## config.mk

```make
export PLATFORM = sky130hd
export DESIGN_NAME = rsp_arbiter
export DESIGN_NICKNAME = d
export VERILOG_FILES = /design/src/muldiv_cfg_pkg.sv /design/src/muldiv_types_pkg.sv /design/src/rsp_arbiter.sv
export SDC_FILE = /design/constraint.sdc
export NUM_CORES = 1
export LEC_CHECK = 0
export ABC_CLOCK_PERIOD_IN_PS = 5900
export BUFFER_PORTS_ARGS = -buffer_cell sky130_fd_sc_hd__buf_2
export CAP_MARGIN = 20
export CORE_AREA = 2 2 206 208
export CTS_CLUSTER_DIAMETER = 50
export DETAILED_ROUTE_END_ITERATION = 12
export DIE_AREA = 0 0 208 210
export MAX_ROUTING_LAYER = met4
export PLACE_DENSITY_LB_ADDON = 0.3
export REMOVE_ABC_BUFFERS = 1
export SYNTH_ARGS = -nofsm -noshare
export SYNTH_HDL_FRONTEND = slang
export SYNTH_SLANG_ARGS = --single-unit
```

## constraint.sdc

```tcl
create_clock -name clk -period 5.9 [get_ports clk]
set_input_delay 0.59 -clock clk [delete_from_list [all_inputs] [get_ports clk]]
set_output_delay 0.59 -clock clk [all_outputs]
set_load 0.02 [all_outputs]
```

## src/muldiv_cfg_pkg.sv

```systemverilog
package muldiv_cfg_pkg;

    // lanes handled together for one warp request
    localparam int NUM_THREADS  = 4;

    localparam int NW_BITS      = 2;   // up to four warps
    localparam int NR_BITS      = 5;   // 32 architectural registers

    // register stages between the multiplier inputs and the pipeline end
    localparam int LATENCY_IMUL = 3;

    localparam int DIV_STEPS    = 32;  // one quotient bit per iteration

    // lane operand and lane result
    typedef logic [31:0]            word_t;

    typedef logic [NW_BITS-1:0]     wid_t;
    typedef logic [NUM_THREADS-1:0] tmask_t;
    typedef logic [NR_BITS-1:0]     rd_t;
    typedef logic [31:0]            pc_t;

endpackage

```

## src/muldiv_types_pkg.sv

```systemverilog
package muldiv_types_pkg;

    import muldiv_cfg_pkg::*;

    // bit 2 set means the op belongs to the divide class
    typedef enum logic [2:0] {
        MUL    = 3'b000,
        MULH   = 3'b001,
        MULHSU = 3'b010,
        MULHU  = 3'b011,
        DIV    = 3'b100,
        DIVU   = 3'b101,   // bit 0 marks the unsigned divides
        REM    = 3'b110,   // bit 1 marks the remainders
        REMU   = 3'b111
    } muldiv_op_t;

    // everything that rides along with a request and comes back with the result
    typedef struct packed {
        wid_t   wid;
        tmask_t tmask;
        pc_t    pc;
        rd_t    rd;
        logic   wb;
    } muldiv_tag_t;

    typedef struct packed {
        muldiv_op_t              op;
        muldiv_tag_t             tag;
        word_t [NUM_THREADS-1:0] a;
        word_t [NUM_THREADS-1:0] b;
    } muldiv_req_t;

    typedef struct packed {
        muldiv_tag_t             tag;
        word_t [NUM_THREADS-1:0] data;
    } muldiv_rsp_t;

    typedef enum logic [1:0] {
        IDLE,
        BUSY,
        DONE
    } div_state_t;

endpackage

```

## src/rsp_arbiter.sv

```systemverilog
module rsp_arbiter (
    input  logic                          clk,
    input  logic                          rst,

    input  logic                          mul_valid,
    input  muldiv_types_pkg::muldiv_rsp_t mul_rsp,
    output logic                          advance,

    input  logic                          div_valid,
    input  muldiv_types_pkg::muldiv_rsp_t div_rsp,
    output logic                          grant,

    output logic                          rsp_valid,
    output muldiv_types_pkg::muldiv_rsp_t rsp,
    input  logic                          rsp_ready
);

    logic stall;
    logic sel_valid;

    // the output register is full and the consumer does not take it
    assign stall = rsp_valid & ~rsp_ready;

    // the multiply pipeline may also move when its last stage is empty
    assign advance = ~stall | ~mul_valid;

    assign grant     = ~stall & ~mul_valid;   // multiplier wins every conflict
    assign sel_valid = mul_valid | div_valid;

    always_ff @(posedge clk) begin
        if (rst) begin
            rsp_valid <= 1'b0;
        end else if (~stall) begin
            rsp_valid <= sel_valid;
        end
    end

    always_ff @(posedge clk) begin
        if (~stall) begin
            rsp <= mul_valid ? mul_rsp : div_rsp;
        end
    end

endmodule

```

# == Word-level counts from Yosys, hierarchy flattened ==
# Index checks and enable logic that the tools add are counted.
# totals
regBits,173
in_bits,349
# classes
n_mux,1
n_bitwise,7
# ops
cell,n
172-bit 2-to-1 mux,1
1-bit inverter,3
1-bit bitwise AND,2
1-bit bitwise OR,2

# == Depth between registers and ports, before layout ==
# Gate-level depths: netlist (run 1).
# logic_depth
ltp_word,4
mapped_depth,4

# == Least setup slack after synthesis (run 1) ==
# OpenSTA, ideal clock, no wires.
# synth_path
path_kind,input to register
start,input rsp_ready
end,register rsp[0] (netlist name) (enable)
setup_ns,0.525
setup_slack_ns,1.385
required_time_ns,5.375
arrival_ns,3.989
path_stages,2
path_cell_list,nor2b_1 -> inv_1
# synth_via
elab_chain_cells,2
# synth_lines
element,line,rtl
"start, declared",rsp_arbiter.sv:15,input logic rsp_ready
1-bit inverter,rsp_arbiter.sv:22,assign stall = rsp_valid & ~rsp_ready;
1-bit bitwise AND,rsp_arbiter.sv:22,
"end signal, assigned",rsp_arbiter.sv:40,rsp <= mul_valid ? mul_rsp : div_rsp;
"end, declared",rsp_arbiter.sv:14,"output muldiv_types_pkg::muldiv_rsp_t rsp,"
# No other way between the ends.
# A chain may end at the register's enable or synchronous reset.

# == Worst setup path in the final report (run 1) ==
# layout_path
start,register rsp_valid
end,register rsp[5] (netlist name) (enable)
# layout_via
elab_chain_cells,1
# layout_lines
element,line,rtl
"start, declared",rsp_arbiter.sv:13,"output logic rsp_valid,"
"start signal, assigned",rsp_arbiter.sv:34,rsp_valid <= sel_valid;
1-bit bitwise AND,rsp_arbiter.sv:22,
# No other way between the ends.

==> results of run 1 <==
==> sequential cells by signal, indices dropped and copies added, names as in the netlist <==
| register | cells |
|---|---|
| rsp | 172 |
| rsp_valid | 1 |
==> Yosys cell counts, drive strengths merged <==
| master | number |
|---|---|
| buf | 19 |
| dfxtp | 1 |
| nor2b | 1 |
| inv | 1 |
| nand2 | 1 |
| nor2 | 2 |
| edfxtp | 172 |
| a21oi | 1 |
| mux2 | 172 |
==> power groups by stage <==
stage	Sequential [mW]	Combinational (mW)	Clock (mW)
floorplan	1.70	0.117	0
global placement	1.54	0.543	0
detailed placement	1.54	0.544	0
CTS	1.52	0.546	1.14
global route	1.53	0.573	1.18
finish	1.51	0.535	1.09
==> worst max-delay path, cell delays in order, from the launching register on <==
cell and delay, ns:
dfxtp_1 0.32, nor2b_1 0.19, inv_6 0.50, buf_4 0.84
==> final cells by class <==
type	count	area, um^2
multi-input combinational	177	1960
tap	539	674
fill	4382	30400
clock buffer	18	429
clock inverter	14	119
timing repair buffer	526	2660
sequential	173	5180
antenna	1	2.50
inverter	1	8.76
==> cells in the final DEF, fill, tap and decap left out, types with 2 or more instances in the layout <==
master and instances:
buf_2 522, mux2_2 172, edfxtp_1 172, clkbuf_16 17, inv_6 4, clkinv_2 4
clkinv_4 4, nor2_1 2, clkinv_1 2, buf_4 2
==> cells by family after synthesis <==
family / synth area share, %
multiplexers: 26.4
buffers and inverters: 2.69
flip-flops: 70.6
AND/OR/NAND/NOR: 0.239
AO/OA/AOI/OAI: 0.0681
==> final timing paths <==
check,start,to,cells past startpoint
setup / recovery,rsp_valid,rsp[5],3
hold / removal,rst,rsp_valid,2
setup reg to reg,rsp_valid,rsp[5],3
hold reg to reg,rsp_valid,rsp_valid,3
==> per-layer routing <==
metal / track usage (%) / vias to the layer above / share of wire, %
li1: - / 2510 / -
met1: 12.3 / 2525 / 40
met2: 17.7 / 262 / 51
met3: 3.05 / 26 / 6.4
met4: 4.43 / 0 / 2.2
met5: - / - / 0
==> results.cfg, run 1 <==
[place]
portBuffers = 523
dpl_cell_area_um2 = 10500
gp_congestion = 0.809
dp_hpwl_um = 18000
pre_cts_ws_ns = 3.24
dp_cells = 1416

[global_route]
antenna_found_initial = 2
grt_max_degree = 94
grt_usage_pct = 10.7
grt_overflow = 0
grt_pass1_vias = 5711
grt_pass1_wl_um = 33700

[yosys]
synth.avg_cell_area_um2 = 19.8
ys_seq_elements = 173
synth_top_cell_area_share_pct = 70.3
synth.cell_area_um2 = 7340
yosys_warnings = 0
synthCells = 370
ys_types = 11
yosys-top-cells-area = edfxtp_1 (70%), mux2_2 (26%), buf_6 (2.3%)
seq_area_frac_synth_pct = 70.6
yosysTopAreaCell = edfxtp_1

[cts]
clockRootBuffer = clkbuf_16
cts_htree_levels = 4
clock-sinks = 173
clk_latency_ns = 0.45
clk_pin_slew_ns = 0.07
cts.repair.resized = 0
cts_tree = built
cts_inserted_buffers = 17
cts_buffer_depth = 2
ctsHoldBuffers = 0
post_cts_buffers = 0

[power_and_ir_drop]
p_total_mw = 3.14
share_comb_of_total_power_pct = 17.0
peakVddDrop_v = 0.000192
switching_share_pct = 26.6
pwr-share-seq_pct = 48.2
switching_power_uw = 835
clock_power_share_pct = 34.7
internal_power_mw = 2.30
p_leak_nw = 4.81
power_density_nw_per_um2 = 284

[status]
run_status = finished clean

[sta]
setup_viol = 0
tightest_slew_ns = 0.949
rsz0062_at_grt = no
fin_skew_ns = 0.00861
fin_crit_ns = 2.30
worst_slack_ns = 3.60
hold_ws_ns = 0.300
drv_slew = 0
maxSlewHeadroom_pct = 36.7
tns_ns = 0
fmaxAchievable_ghz = 0.434
fin_crit_sh_pct = 39.0
finalHoldViolations = 0

[routing]
drt_iter0_drc = 222
vias_per_cell = 3.67
wire_per_inst_um = 16.1
final_antenna_net_count = 0
drc = 0
first_pass_iters = 4
vias = 5323
totalWireLength_um = 23300

[finish]
utilization_pct = 26.6
drive_gt1_share_pct = 80.1
fin_cells = 1449
stdcell_area_um2 = 11000
syn_to_final_growth_pct = 50.3
nNetsFinal = 1245

[floorplan]
start_util_pct = 17.7
dieArea_um2 = 43700
fp.coreArea_um2 = 41500
pin_count = 524
die_w_um = 208
row_count = 75
die_h_um = 210

[setup_path]
crit_path_start_kind = flop
reg2reg_slack_ns = 3.60
critPathArrivalTime_ns = 2.37
worstSetupEndpointType = flop
worstPathRequired_ns = 5.97
path_max_fanout = 77
path_class = reg -> reg

[worst_hold_path]
min_path_type = in -> reg

[run]
maxCapViolations = 0
(Power assumes the default switching activity.)
==> run 2, diff against run 1 <==
--- a/config.mk
+++ b/config.mk
@@ -5,13 +5,13 @@
 export SDC_FILE = /design/constraint.sdc
 export NUM_CORES = 1
 export LEC_CHECK = 0
-export ABC_CLOCK_PERIOD_IN_PS = 5900
+export ABC_CLOCK_PERIOD_IN_PS = 2100
 export BUFFER_PORTS_ARGS = -buffer_cell sky130_fd_sc_hd__buf_2
 export CAP_MARGIN = 20
-export CORE_AREA = 2 2 206 208
+export CORE_AREA = 2 2 204 206
 export CTS_CLUSTER_DIAMETER = 50
 export DETAILED_ROUTE_END_ITERATION = 12
-export DIE_AREA = 0 0 208 210
+export DIE_AREA = 0 0 206 208
 export MAX_ROUTING_LAYER = met4
 export PLACE_DENSITY_LB_ADDON = 0.3
 export REMOVE_ABC_BUFFERS = 1
==> constraint.sdc (replaced) <==
create_clock -name clk -period 2.1 [get_ports clk]
set_input_delay 0.21 -clock clk [delete_from_list [all_inputs] [get_ports clk]]
set_output_delay 0.21 -clock clk [all_outputs]
set_load 0.02 [all_outputs]
==> results.cfg, run 2 (synthesized netlist as in run 1, its figures left out) <==
[sta]
fin_crit_ns = 1.75
tns_ns = 0
maxSlewHeadroom_pct = 68.4
worst_slack_ns = 0.349
finalHoldViolations = 0
tightest_slew_ns = 0.473
rsz0062_at_grt = no
setup_viol = 0
fin_crit_sh_pct = 83.4
drv_slew = 0
fin_skew_ns = 0.00832
fmaxAchievable_ghz = 0.571

[setup_path]
cpPeakStageDelay_ns = 0.56
critPathArrivalTime_ns = 2.14
path_class = reg -> reg
slowest_stage = dlygate4sd3_1
worstSetupEndpointType = flop
r2r-start = rsp_valid
cp_num_buf_inv = 2
reg2reg_slack_ns = 0.35
crit_chain = nor2b_1 -> inv_6 -> a21oi_1 -> dlygate4sd3_1
reg2reg_depth = 4
cpLargestDelayFamily = buffers and inverters
path_max_fanout = 38
worstPathRequired_ns = 2.49
crit_path_start_kind = flop
rr_endpoint = rsp_valid

[routing]
vias_per_cell = 3.68
vias = 5379
totalWireLength_um = 23400
drt_iter0_drc = 209
wire_per_inst_um = 16.0
first_pass_iters = 4
final_antenna_net_count = 0
drc = 0

[cts]
clk_pin_slew_ns = 0.07
cts_tree = built
cts_buffer_depth = 2
clk_latency_ns = 0.45
clockRootBuffer = clkbuf_16
cts_htree_levels = 4
cts_inserted_buffers = 17
clock-sinks = 173
cts.repair.resized = 0

[floorplan]
row_count = 74
dieArea_um2 = 42800
fp.coreArea_um2 = 40600
pin_count = 524
die_h_um = 208
die_w_um = 206
start_util_pct = 18.1

[power_and_ir_drop]
peakVddDrop_v = 0.000547
power_density_nw_per_um2 = 800
p_total_mw = 9.03
p_leak_nw = 4.94

[place]
portBuffers = 523
gp_congestion = 0.812
pre_cts_ws_ns = 0.576
dp_hpwl_um = 18600

[finish]
drive_gt1_share_pct = 80.0
reg_top3 = rsp: 172 flops, rsp_valid: 1 flops
largest_register_ffs = 172
final_common_cell = buf_2
largest_register = rsp
syn_to_final_growth_pct = 53.9
most-common-layout-cells = buf_2 (522), mux2_2 (172), edfxtp_1 (172)
diodes = 0
nNetsFinal = 1266

[global_route]
antenna_found_initial = 0
grt_overflow = 0
grt_pass1_wl_um = 33500
grt_max_degree = 72
grt_usage_pct = 11.0
grt_pass1_vias = 5893

[status]
run_status = finished clean

[worst_hold_path]
holdPathEnd = rsp[104]
min_path_type = in -> reg
hold_depth = 2
min_from = mul_rsp[104]

[run]
maxCapViolations = 0
==> run 2: cell count changes in the layout (fill, tap and decap cells not counted), sizes merged, moves of 3 or more <==
cell / delta
inv: -3
clkinvlp: +3
buf: +19
clkinv: -4
==> run 2: worst max path at each step <==
stage	start	end	slack, ns	cells after the start
6_report	rsp_valid	rsp_valid	0.35	4
5_1_grt	rsp_valid	rsp_valid	0.27	4
4_1_cts	rsp_valid	rsp_valid	0.36	4
3_5_place_dp	rsp_valid	rsp[80]	0.58	3
3_3_place_gp	rsp_valid	rsp[43]	0.59	3
2_1_floorplan	rsp_valid	rsp[0]	-2.30	2
==> run 2: repair_timing <==
action / CTS / global route
hold endpoints to repair: 1 / 0
setup buffers: 0 / 0
hold buffers: 2 / 0
==> run 2: area by class of cell <==
| class | instances | area (um^2) |
|---|---|---|
| multi-input cells | 177 | 1960 |
| fillers | 4192 | 29300 |
| well taps | 532 | 666 |
| repair buffers | 547 | 2900 |
| inverters | 1 | 8.76 |
| flip-flops and latches | 173 | 5180 |
| clock buffers | 20 | 437 |
| clock inverters | 12 | 146 |
==> run 2: power breakdown <==
group | internal, mW | switching (mW) | total (mW)
logic | 0.705 | 0.857 | 1.56
registers | 4.17 | 0.0778 | 4.25
clock network | 1.86 | 1.37 | 3.22
==> run 2: worst register-to-register path: stages, from the launching register on <==
cell	delay [ns]
dfxtp_1	0.31
nor2b_1	0.36
inv_6	0.27
a21oi_1	0.19
dlygate4sd3_1	0.56
==> run 2: metal layers <==
| layer | wire, um | up-vias | track usage, % | share of wire, % |
|---|---|---|---|---|
| met5 | 0 | - | - | 0 |
| li1 | - | 2554 | - | - |
| met1 | 9010 | 2539 | 11.8 | 39 |
| met2 | 12100 | 268 | 18.9 | 52 |
| met4 | 369 | 0 | 4.21 | 1.6 |
| met3 | 1840 | 18 | 3.38 | 7.9 |
==> run 2: stage by stage <==
stage | cells | area [um^2] | util (%) | hold slack (ns)
after global routing | 1462 | 11300 | 27.9 | 0.0149
after CTS | 1462 | 11300 | 27.9 | 0.00915
final | 1462 | 11300 | 27.9 | 0.0557
after detailed placement | 1428 | 10700 | 26.4 | 0.423
after global placement | 1428 | 10700 | 26.4 | 0.430
after floorplan | 351 | 7150 | - | 0.279
