--- src/muldiv_cfg_pkg.sv ---
package muldiv_cfg_pkg;

    // lanes handled together for one warp request
    localparam int NUM_THREADS  = 4;

    localparam int NW_BITS      = 2;   // up to four warps
    localparam int NR_BITS      = 5;   // 32 architectural registers

    // register stages between the multiplier inputs and the pipeline end
    localparam int LATENCY_IMUL = 3;

    localparam int DIV_STEPS    = 32;  // one quotient bit per iteration

    // lane operand and lane result
    typedef logic [31:0]            word_t;

    typedef logic [NW_BITS-1:0]     wid_t;
    typedef logic [NUM_THREADS-1:0] tmask_t;
    typedef logic [NR_BITS-1:0]     rd_t;
    typedef logic [31:0]            pc_t;

endpackage

--- src/muldiv_types_pkg.sv ---
package muldiv_types_pkg;

    import muldiv_cfg_pkg::*;

    // bit 2 set means the op belongs to the divide class
    typedef enum logic [2:0] {
        MUL    = 3'b000,
        MULH   = 3'b001,
        MULHSU = 3'b010,
        MULHU  = 3'b011,
        DIV    = 3'b100,
        DIVU   = 3'b101,   // bit 0 marks the unsigned divides
        REM    = 3'b110,   // bit 1 marks the remainders
        REMU   = 3'b111
    } muldiv_op_t;

    // everything that rides along with a request and comes back with the result
    typedef struct packed {
        wid_t   wid;
        tmask_t tmask;
        pc_t    pc;
        rd_t    rd;
        logic   wb;
    } muldiv_tag_t;

    typedef struct packed {
        muldiv_op_t              op;
        muldiv_tag_t             tag;
        word_t [NUM_THREADS-1:0] a;
        word_t [NUM_THREADS-1:0] b;
    } muldiv_req_t;

    typedef struct packed {
        muldiv_tag_t             tag;
        word_t [NUM_THREADS-1:0] data;
    } muldiv_rsp_t;

    typedef enum logic [1:0] {
        IDLE,
        BUSY,
        DONE
    } div_state_t;

endpackage

--- src/serial_div.sv ---
module serial_div (
    input  logic                                                    clk,
    input  logic                                                    rst,
    input  logic                                                    in_valid,
    output logic                                                    in_ready,
    input  muldiv_types_pkg::muldiv_op_t                            in_op,
    input  muldiv_types_pkg::muldiv_tag_t                           in_tag,
    input  muldiv_cfg_pkg::word_t [muldiv_cfg_pkg::NUM_THREADS-1:0] a,
    input  muldiv_cfg_pkg::word_t [muldiv_cfg_pkg::NUM_THREADS-1:0] b,
    output logic                                                    out_valid,
    input  logic                                                    grant,
    output muldiv_types_pkg::muldiv_rsp_t                           out
);

    import muldiv_cfg_pkg::*;
    import muldiv_types_pkg::*;

    div_state_t                     state;
    logic [$clog2(DIV_STEPS+1)-1:0] step_cnt;   // 0 is the setup cycle
    logic                           accept;
    logic                           setup;
    logic                           last_step;

    muldiv_tag_t             tag_q;
    logic                    is_rem_q;
    logic                    is_signed_q;
    word_t [NUM_THREADS-1:0] a_q;       // raw dividend that the corner cases also need
    word_t [NUM_THREADS-1:0] b_q;
    word_t [NUM_THREADS-1:0] den_q;     // divisor magnitude
    word_t [NUM_THREADS-1:0] quo_q;     // starts as the dividend magnitude
    word_t [NUM_THREADS-1:0] rem_q;
    logic [NUM_THREADS-1:0]  neg_quo_q;
    logic [NUM_THREADS-1:0]  neg_rem_q;
    logic [NUM_THREADS-1:0]  div_zero_q;
    logic [NUM_THREADS-1:0]  ovf_q;

    logic [NUM_THREADS-1:0]  neg_a;
    logic [NUM_THREADS-1:0]  neg_b;
    word_t [NUM_THREADS-1:0] quo_nxt;
    word_t [NUM_THREADS-1:0] rem_nxt;

    assign in_ready  = (state == IDLE);
    assign accept    = in_valid & in_ready;
    assign setup     = (state == BUSY) && (step_cnt == '0);
    assign last_step = (state == BUSY) && (step_cnt == DIV_STEPS);
    assign out_valid = (state == DONE);

    always_ff @(posedge clk) begin
        if (rst) begin
            state    <= IDLE;
            step_cnt <= '0;
        end else begin
            case (state)
                IDLE: begin
                    if (accept) begin
                        state    <= BUSY;
                        step_cnt <= '0;
                    end
                end
                BUSY: begin
                    step_cnt <= step_cnt + 1'b1;
                    if (last_step) begin
                        state <= DONE;
                    end
                end
                DONE: begin
                    if (grant) begin
                        state <= IDLE;
                    end
                end
                default: state <= IDLE;
            endcase
        end
    end

    // one restoring shift-subtract step per lane
    always_comb begin
        logic [32:0] shifted;
        for (int i = 0; i < NUM_THREADS; i++) begin
            neg_a[i] = is_signed_q & a_q[i][31];
            neg_b[i] = is_signed_q & b_q[i][31];
            shifted  = {rem_q[i], quo_q[i][31]};
            if (shifted >= {1'b0, den_q[i]}) begin
                rem_nxt[i] = 32'(shifted - {1'b0, den_q[i]});
                quo_nxt[i] = {quo_q[i][30:0], 1'b1};
            end else begin
                rem_nxt[i] = shifted[31:0];
                quo_nxt[i] = {quo_q[i][30:0], 1'b0};
            end
        end
    end

    always_ff @(posedge clk) begin
        if (accept) begin
            tag_q       <= in_tag;
            is_rem_q    <= in_op[1];
            is_signed_q <= ~in_op[0];
            a_q         <= a;
            b_q         <= b;
        end
        if (setup) begin
            for (int i = 0; i < NUM_THREADS; i++) begin
                quo_q[i]      <= neg_a[i] ? -a_q[i] : a_q[i];
                den_q[i]      <= neg_b[i] ? -b_q[i] : b_q[i];
                rem_q[i]      <= '0;
                neg_quo_q[i]  <= neg_a[i] ^ neg_b[i];
                neg_rem_q[i]  <= neg_a[i];   // remainder takes the dividend's sign
                div_zero_q[i] <= (b_q[i] == '0);
                ovf_q[i]      <= is_signed_q && (a_q[i] == 32'h8000_0000) && (b_q[i] == '1);
            end
        end else if (state == BUSY) begin
            quo_q <= quo_nxt;
            rem_q <= rem_nxt;
        end
    end

    always_comb begin
        word_t quo;
        word_t rem;
        out.tag = tag_q;
        for (int i = 0; i < NUM_THREADS; i++) begin
            quo = neg_quo_q[i] ? -quo_q[i] : quo_q[i];
            rem = neg_rem_q[i] ? -rem_q[i] : rem_q[i];
            if (div_zero_q[i]) begin
                quo = '1;
                rem = a_q[i];
            end else if (ovf_q[i]) begin
                quo = a_q[i];
                rem = '0;
            end
            out.data[i] = is_rem_q ? rem : quo;
        end
    end

endmodule

--- config.mk ---
export PLATFORM = sky130hd
export DESIGN_NAME = serial_div
export DESIGN_NICKNAME = d
export VERILOG_FILES = /design/src/muldiv_cfg_pkg.sv /design/src/muldiv_types_pkg.sv /design/src/serial_div.sv
export SDC_FILE = /design/constraint.sdc
export NUM_CORES = 2
export LEC_CHECK = 0
export ABC_AREA = 1
export BUFFER_PORTS_ARGS = -buffer_cell sky130_fd_sc_hd__buf_2
export CAP_MARGIN = 20
export CELL_PAD_IN_SITES_DETAIL_PLACEMENT = 1
export CELL_PAD_IN_SITES_GLOBAL_PLACEMENT = 1
export CORE_UTILIZATION = 41
export CTS_BUF_LIST = sky130_fd_sc_hd__clkbuf_8
export CTS_CLUSTER_SIZE = 25
export DETAILED_ROUTE_END_ITERATION = 7
export PLACE_DENSITY_LB_ADDON = 0.1
export SLEW_MARGIN = 20
export SYNTH_ARGS = -nofsm -noshare
export SYNTH_HDL_FRONTEND = slang
export SYNTH_SLANG_ARGS = --single-unit
export TNS_END_PERCENT = 10
--- constraint.sdc ---
create_clock -name clk -period 13.95 [get_ports clk]
set_clock_uncertainty 0.1 [all_clocks]
set_input_delay 2.0925 -clock clk [delete_from_list [all_inputs] [get_ports clk]]
set_output_delay 2.0925 -clock clk [all_outputs]
set_load 0.01 [all_outputs]
After elaboration in Yosys (flattened, before gate mapping)
Index checks and enable logic that the tools add are counted.

storage, ports and cells
  output and inout bits = 174
  word-level logic and storage cells = 158
  flip-flop bits (word level) = 710
  bits of input ports = 307

cells by class
  multiplexer cells = 52
  reductions and logical operators = 20
  equal/unequal tests = 14
  add/sub/neg operators = 21
  bitwise gates (word level) = 14
  magnitude comparators = 4

operators by type and width
  operator                count
  $mux W32                40
  $neg A32 Y32            16
  $eq A32 B32 Y1 const B  8
  $mux W128               2
  $ge A33 B32 Y1          4
  $logic_not A32 Y1       4
  $sub A32 B32 Y32        4
  $pmux W6 S2             1
  $logic_and A1 B1 Y1     10
  $and A1 B1 Y1           9
  $add A6 B1 Y6 const B   1
  $eq A6 B6 Y1 const B    1
  $logic_not A6 Y1        1
  $mux W2                 3
  $mux W6                 1
  $pmux W2 S3             1
  $mux W1                 4
  $ne A2 B1 Y1 const B    2
  $reduce_bool A2 Y1      2
  $xor A1 B1 Y1           4
  $reduce_and A3 Y1       1
  $eq A2 B1 Y1 const B    1
  $eq A2 B2 Y1 const B    1
  $logic_not A2 Y1        1
  3 further kinds         3

Longest topological paths before layout
  depth in word-level cells = 5
  gate-level depth with buffers = 18
  gate-level depth less buffers = 17

Worst setup path after synthesis
No wires, ideal clock.

  path kind = in2reg
  from = input in_valid
  to = register step_cnt[0]
  data arrival time = 8844 ps
  stages on the path = 5
  path slack = 4874 ps
  data required time = 13717 ps
  cell sequence = nand2_1 -> inv_1 -> nor2_1 -> nor2_1 -> a211oi_1

on the way
  longest elaborated chain between the ends = 3

ends and longest elaborated chain
  element                      RTL line          source
  start, declared              serial_div.sv:4   input logic in_valid,
  $and A1 B1 Y1                serial_div.sv:43  assign accept = in_valid & in_ready;
  named net accept             serial_div.sv:20  logic accept;
  $ne A2 B1 Y1 (no line)       n/a
  $reduce_and A2 Y1 (no line)  n/a
  end signal, assigned         serial_div.sv:61  step_cnt <= step_cnt + 1'b1;
  end, declared                serial_div.sv:19  logic [$clog2(DIV_STEPS+1)-1:0] step_cnt;

The timed path passes the listed nets, and every way through them passes these cells.
A chain may end at the register's enable or synchronous reset.

==> run_results.csv <==
group,metric,value,unit
power,p_leak,28.3,nW
synth,synth-seq-area-share,0.377,
synth,synthAdderAreaFrac,0.0370,
critical_path,start_kind,"flip-flop",
synth,yosys.area_share.xor_xnor,0.0407,
floorplan,row_count,131,
cts,numCtsBuffers,140,
routing,postRouteAntennaNets,0,
timing,maxSlewViolCount,0,
cts,insertion_delay,0.88,ns
routing,drt_iter0_markers,3853,
critical_path,r2r_start,"state[0]",
critical_path,worstReg2RegEnd,"quo_q[92]",
timing,tightest_slew,1.04,ns
layout,drive_gt1_frac,0.0935,
critical_path,crit_arrival,3.93,ns
critical_path,crit_buf_inv,4,
cts,ctsHtreeMaxLevel,4,
critical_path,worstSetupEndpointType,"output pin",
global_route,grt_max_degree,111,
worst_hold_path,hold_depth,2,
cts,post_cts_resized,0,
synth,synthCells,7745,
cts,cts_buffer_depth,3,
routing,drcViolationCount,0,
timing,setup_slack,7.82,ns
cts,hold_buffers,0,
floorplan,core,0.128,mm²
synth,yosysWarningCount,0,
synth,synth_edf_count,574,
routing,vias,54544,
layout,regArea,0.0200,mm²
critical_path,crit_type,"reg -> out",
routing,viasPerCell,5.48,
layout,fillers,16896,
timing,slew_headroom,0.307,
global_route,antenna_found_initial,14,
run_status,status,"complete, no violations",
synth,syn_nets,8206,
worst_hold_path,hold_path.startpoint,"rem_q[88]",
power,total_power,0.00857,W
synth,syn_area,0.0529,mm²
timing,hold_slack,0.392,ns
floorplan,die_y,361,µm
global_route,grt_pass1_wl,318000,µm
floorplan,pin_count,481,
timing,rsz0062_at_grt,"no",
cts,post_cts_buffers,0,
worst_hold_path,min_path_type,"reg -> reg",
power,power_density,144,mW/mm²
critical_path,cp_slowest_stage_delay,0.77,ns
place,io_buffers,479,
synth,synth_flop_cell,"edfxtp_1",
place,gp_congestion,0.910,
timing,finalSetupViolations,0,
layout,layout.nets,8636,
critical_path,critPathTopFamily,"buffers and inverters",
critical_path,cpMostUsedCell,"buf_4",
cts,cts_tree,"yes",
cts,path_clk_slew,0.05,ns
layout,multiInputGateArea,0.0274,mm²
critical_path,path_max_fanout,66,
timing,timing.final.crit_share,0.439,
synth,muxShareOfSynthArea,0,
timing,clock.fmax,163,MHz
synth,avgSynthCellArea,6.83,µm²
routing,wl_per_cell,20.9,µm
cts,cts.sinks,710,
job,cap_violations,0,
critical_path,worstPathRequired,11.76,ns
synth,synthArstFlopShare,0,
worst_hold_path,holdPathEnd,"rem_q[88]",
timing,tns,0,ns
synth,synth-simple-area-share,0.323,
critical_path,crit_slowest_cell,"buf_4",
floorplan,dieWidth,361,µm
cts,root_buffer,"clkbuf_8",
synth,ys_ff_latch,710,
critical_path,worst-r2r-setup-slack,9.82,ns
layout,layout_commonest_cell,"nand2_1",
layout,areaGrowthSynthToFinish,12.7,%
place,pre_cts_ws,8.55,ns
critical_path,cp_cell_sequence,"buf_4 > inv_4 > buf_4 > a21oi_1 > a21boi_0 > buf_2",
floorplan,dieArea,0.130,mm²
place,dp_hpwl,163000,µm
floorplan,start_util,0.414,
routing,dr.pass1.iters,5,
synth,synth_top_family_by_area,"simple AND/OR/NAND/NOR gates",
routing,wirelength,208000,µm
layout,layout_common_cells,"nand2_1 (2,134), inv_1 (1,255), nand3_1 (804), nor2_1 (678), edfxtp_1 (574)",
global_route,grt_pass1_vias,54690,
critical_path,reg2regPathDepth,8,
timing,hold_viol_final,0,
synth,synth-compound-area-share,0.116,
power,vdd_ir_drop_max,103,µV
global_route,track_usage,0.312,
global_route,grt_overflow,0,
synth,ys_types,54,
timing,layout_min_cycle_time,6.13,ns
==> how the worst max path moves through the flow <==
stage,start,endpoint,slack [ns],cells after the start
finish,is_rem_q,out[11],7.82,6
global route,is_rem_q,out[11],7.75,6
CTS,is_rem_q,out[11],7.87,6
detailed placement,in_valid,b_q[85],8.55,5
global placement,in_valid,b_q[84],8.65,5
floorplan,in_valid,step_cnt[0],4.87,5
==> cell type report <==
class,count,area share
clock buffer,147,0.0339
inverter,1224,0.0773
clock inverter,109,0.0115
sequential,710,0.335
tap,1662,0.0349
antenna,10,0.000420
timing repair buffer,536,0.0476
multi-input combinational,5563,0.459
==> tightest hold or removal path, cell delays in order, from the launching register on <==
cell,delay (ns)
dfxtp_1,0.32
nand2_1,0.07
a21oi_1,0.05
==> cell usage after synthesis (all sizes together), types with 2 or more instances <==
| cell | n | share of area |
|---|---|---|
| o32ai | 2 | 0.00033 |
| nor4 | 27 | 0.0036 |
| nor3 | 136 | 0.013 |
| a211oi | 2 | 0.00028 |
| clkinv | 11 | 0.00078 |
| o21a | 2 | 0.00028 |
| ha | 150 | 0.035 |
| a21o | 3 | 0.00043 |
| and2 | 8 | 0.00095 |
| nand3 | 805 | 0.076 |
| xnor2 | 91 | 0.015 |
| o21bai | 30 | 0.0043 |
| inv | 1213 | 0.086 |
| or2 | 21 | 0.0025 |
| a32o | 9 | 0.0017 |
| dfxtp | 136 | 0.051 |
| fa | 4 | 0.0015 |
| nor2 | 689 | 0.049 |
| o221ai | 5 | 0.00083 |
| clkbuf | 175 | 0.012 |
| nand2 | 2138 | 0.15 |
| nor3b | 2 | 0.00028 |
| a31oi | 18 | 0.0021 |
| nand4 | 139 | 0.016 |
| xor2 | 155 | 0.026 |
| o21ai | 491 | 0.047 |
| a21oi | 444 | 0.042 |
| a221oi | 2 | 0.00033 |
| buf | 73 | 0.0065 |
| edfxtp | 574 | 0.33 |
| o22ai | 55 | 0.0065 |
| a21boi | 2 | 0.00028 |
| and3 | 6 | 0.00071 |
| o31ai | 14 | 0.0020 |
| o2111ai | 4 | 0.00066 |
| o211ai | 48 | 0.0068 |
| nand3b | 56 | 0.0079 |
==> routing by layer <==
layer | GRT usage | share of wire
met2 | 0.512 | 0.46
met1 | 0.420 | 0.45
met3 | 0.0411 | 0.053
met5 | 0 | 0.00017
met4 | 0.109 | 0.033
==> stage by stage <==
step                std cells  utilization  instance area [µm²]
global placement         9693        0.445                56800
finish                   9961        0.466                59600
detailed placement       9693        0.445                56800
floorplan                7745            -                52900
global route             9958        0.466                59600
CTS                      9949        0.466                59500
==> power by group <==
part	internal, W	switching (W)	total [W]	leakage [nW]
logic	0.00109	0.00237	0.00346	20.2
registers	0.00261	0.000353	0.00297	6.53
clock network	0.00111	0.00103	0.00214	1.57
total	0.00482	0.00375	0.00857	28.3
==> flip-flops by register name (all words and copies together) (netlist names) <==
name         cells
a_q            128
is_rem_q         1
div_zero_q       4
step_cnt         6
ovf_q            4
rem_q          128
neg_quo_q        4
is_signed_q      1
den_q          128
state            2
out             44
quo_q          128
neg_rem_q        4
b_q            128
==> kinds of logic after synthesis <==
kind of cell | after synthesis
buffers and inverters | 1472
AOI/OAI and AO/OA | 1136
xor gates and xnor gates | 246
DFF | 710
adders and majority gates | 154
and+or+nand+nor | 4027
(Power assumes the default switching activity.)
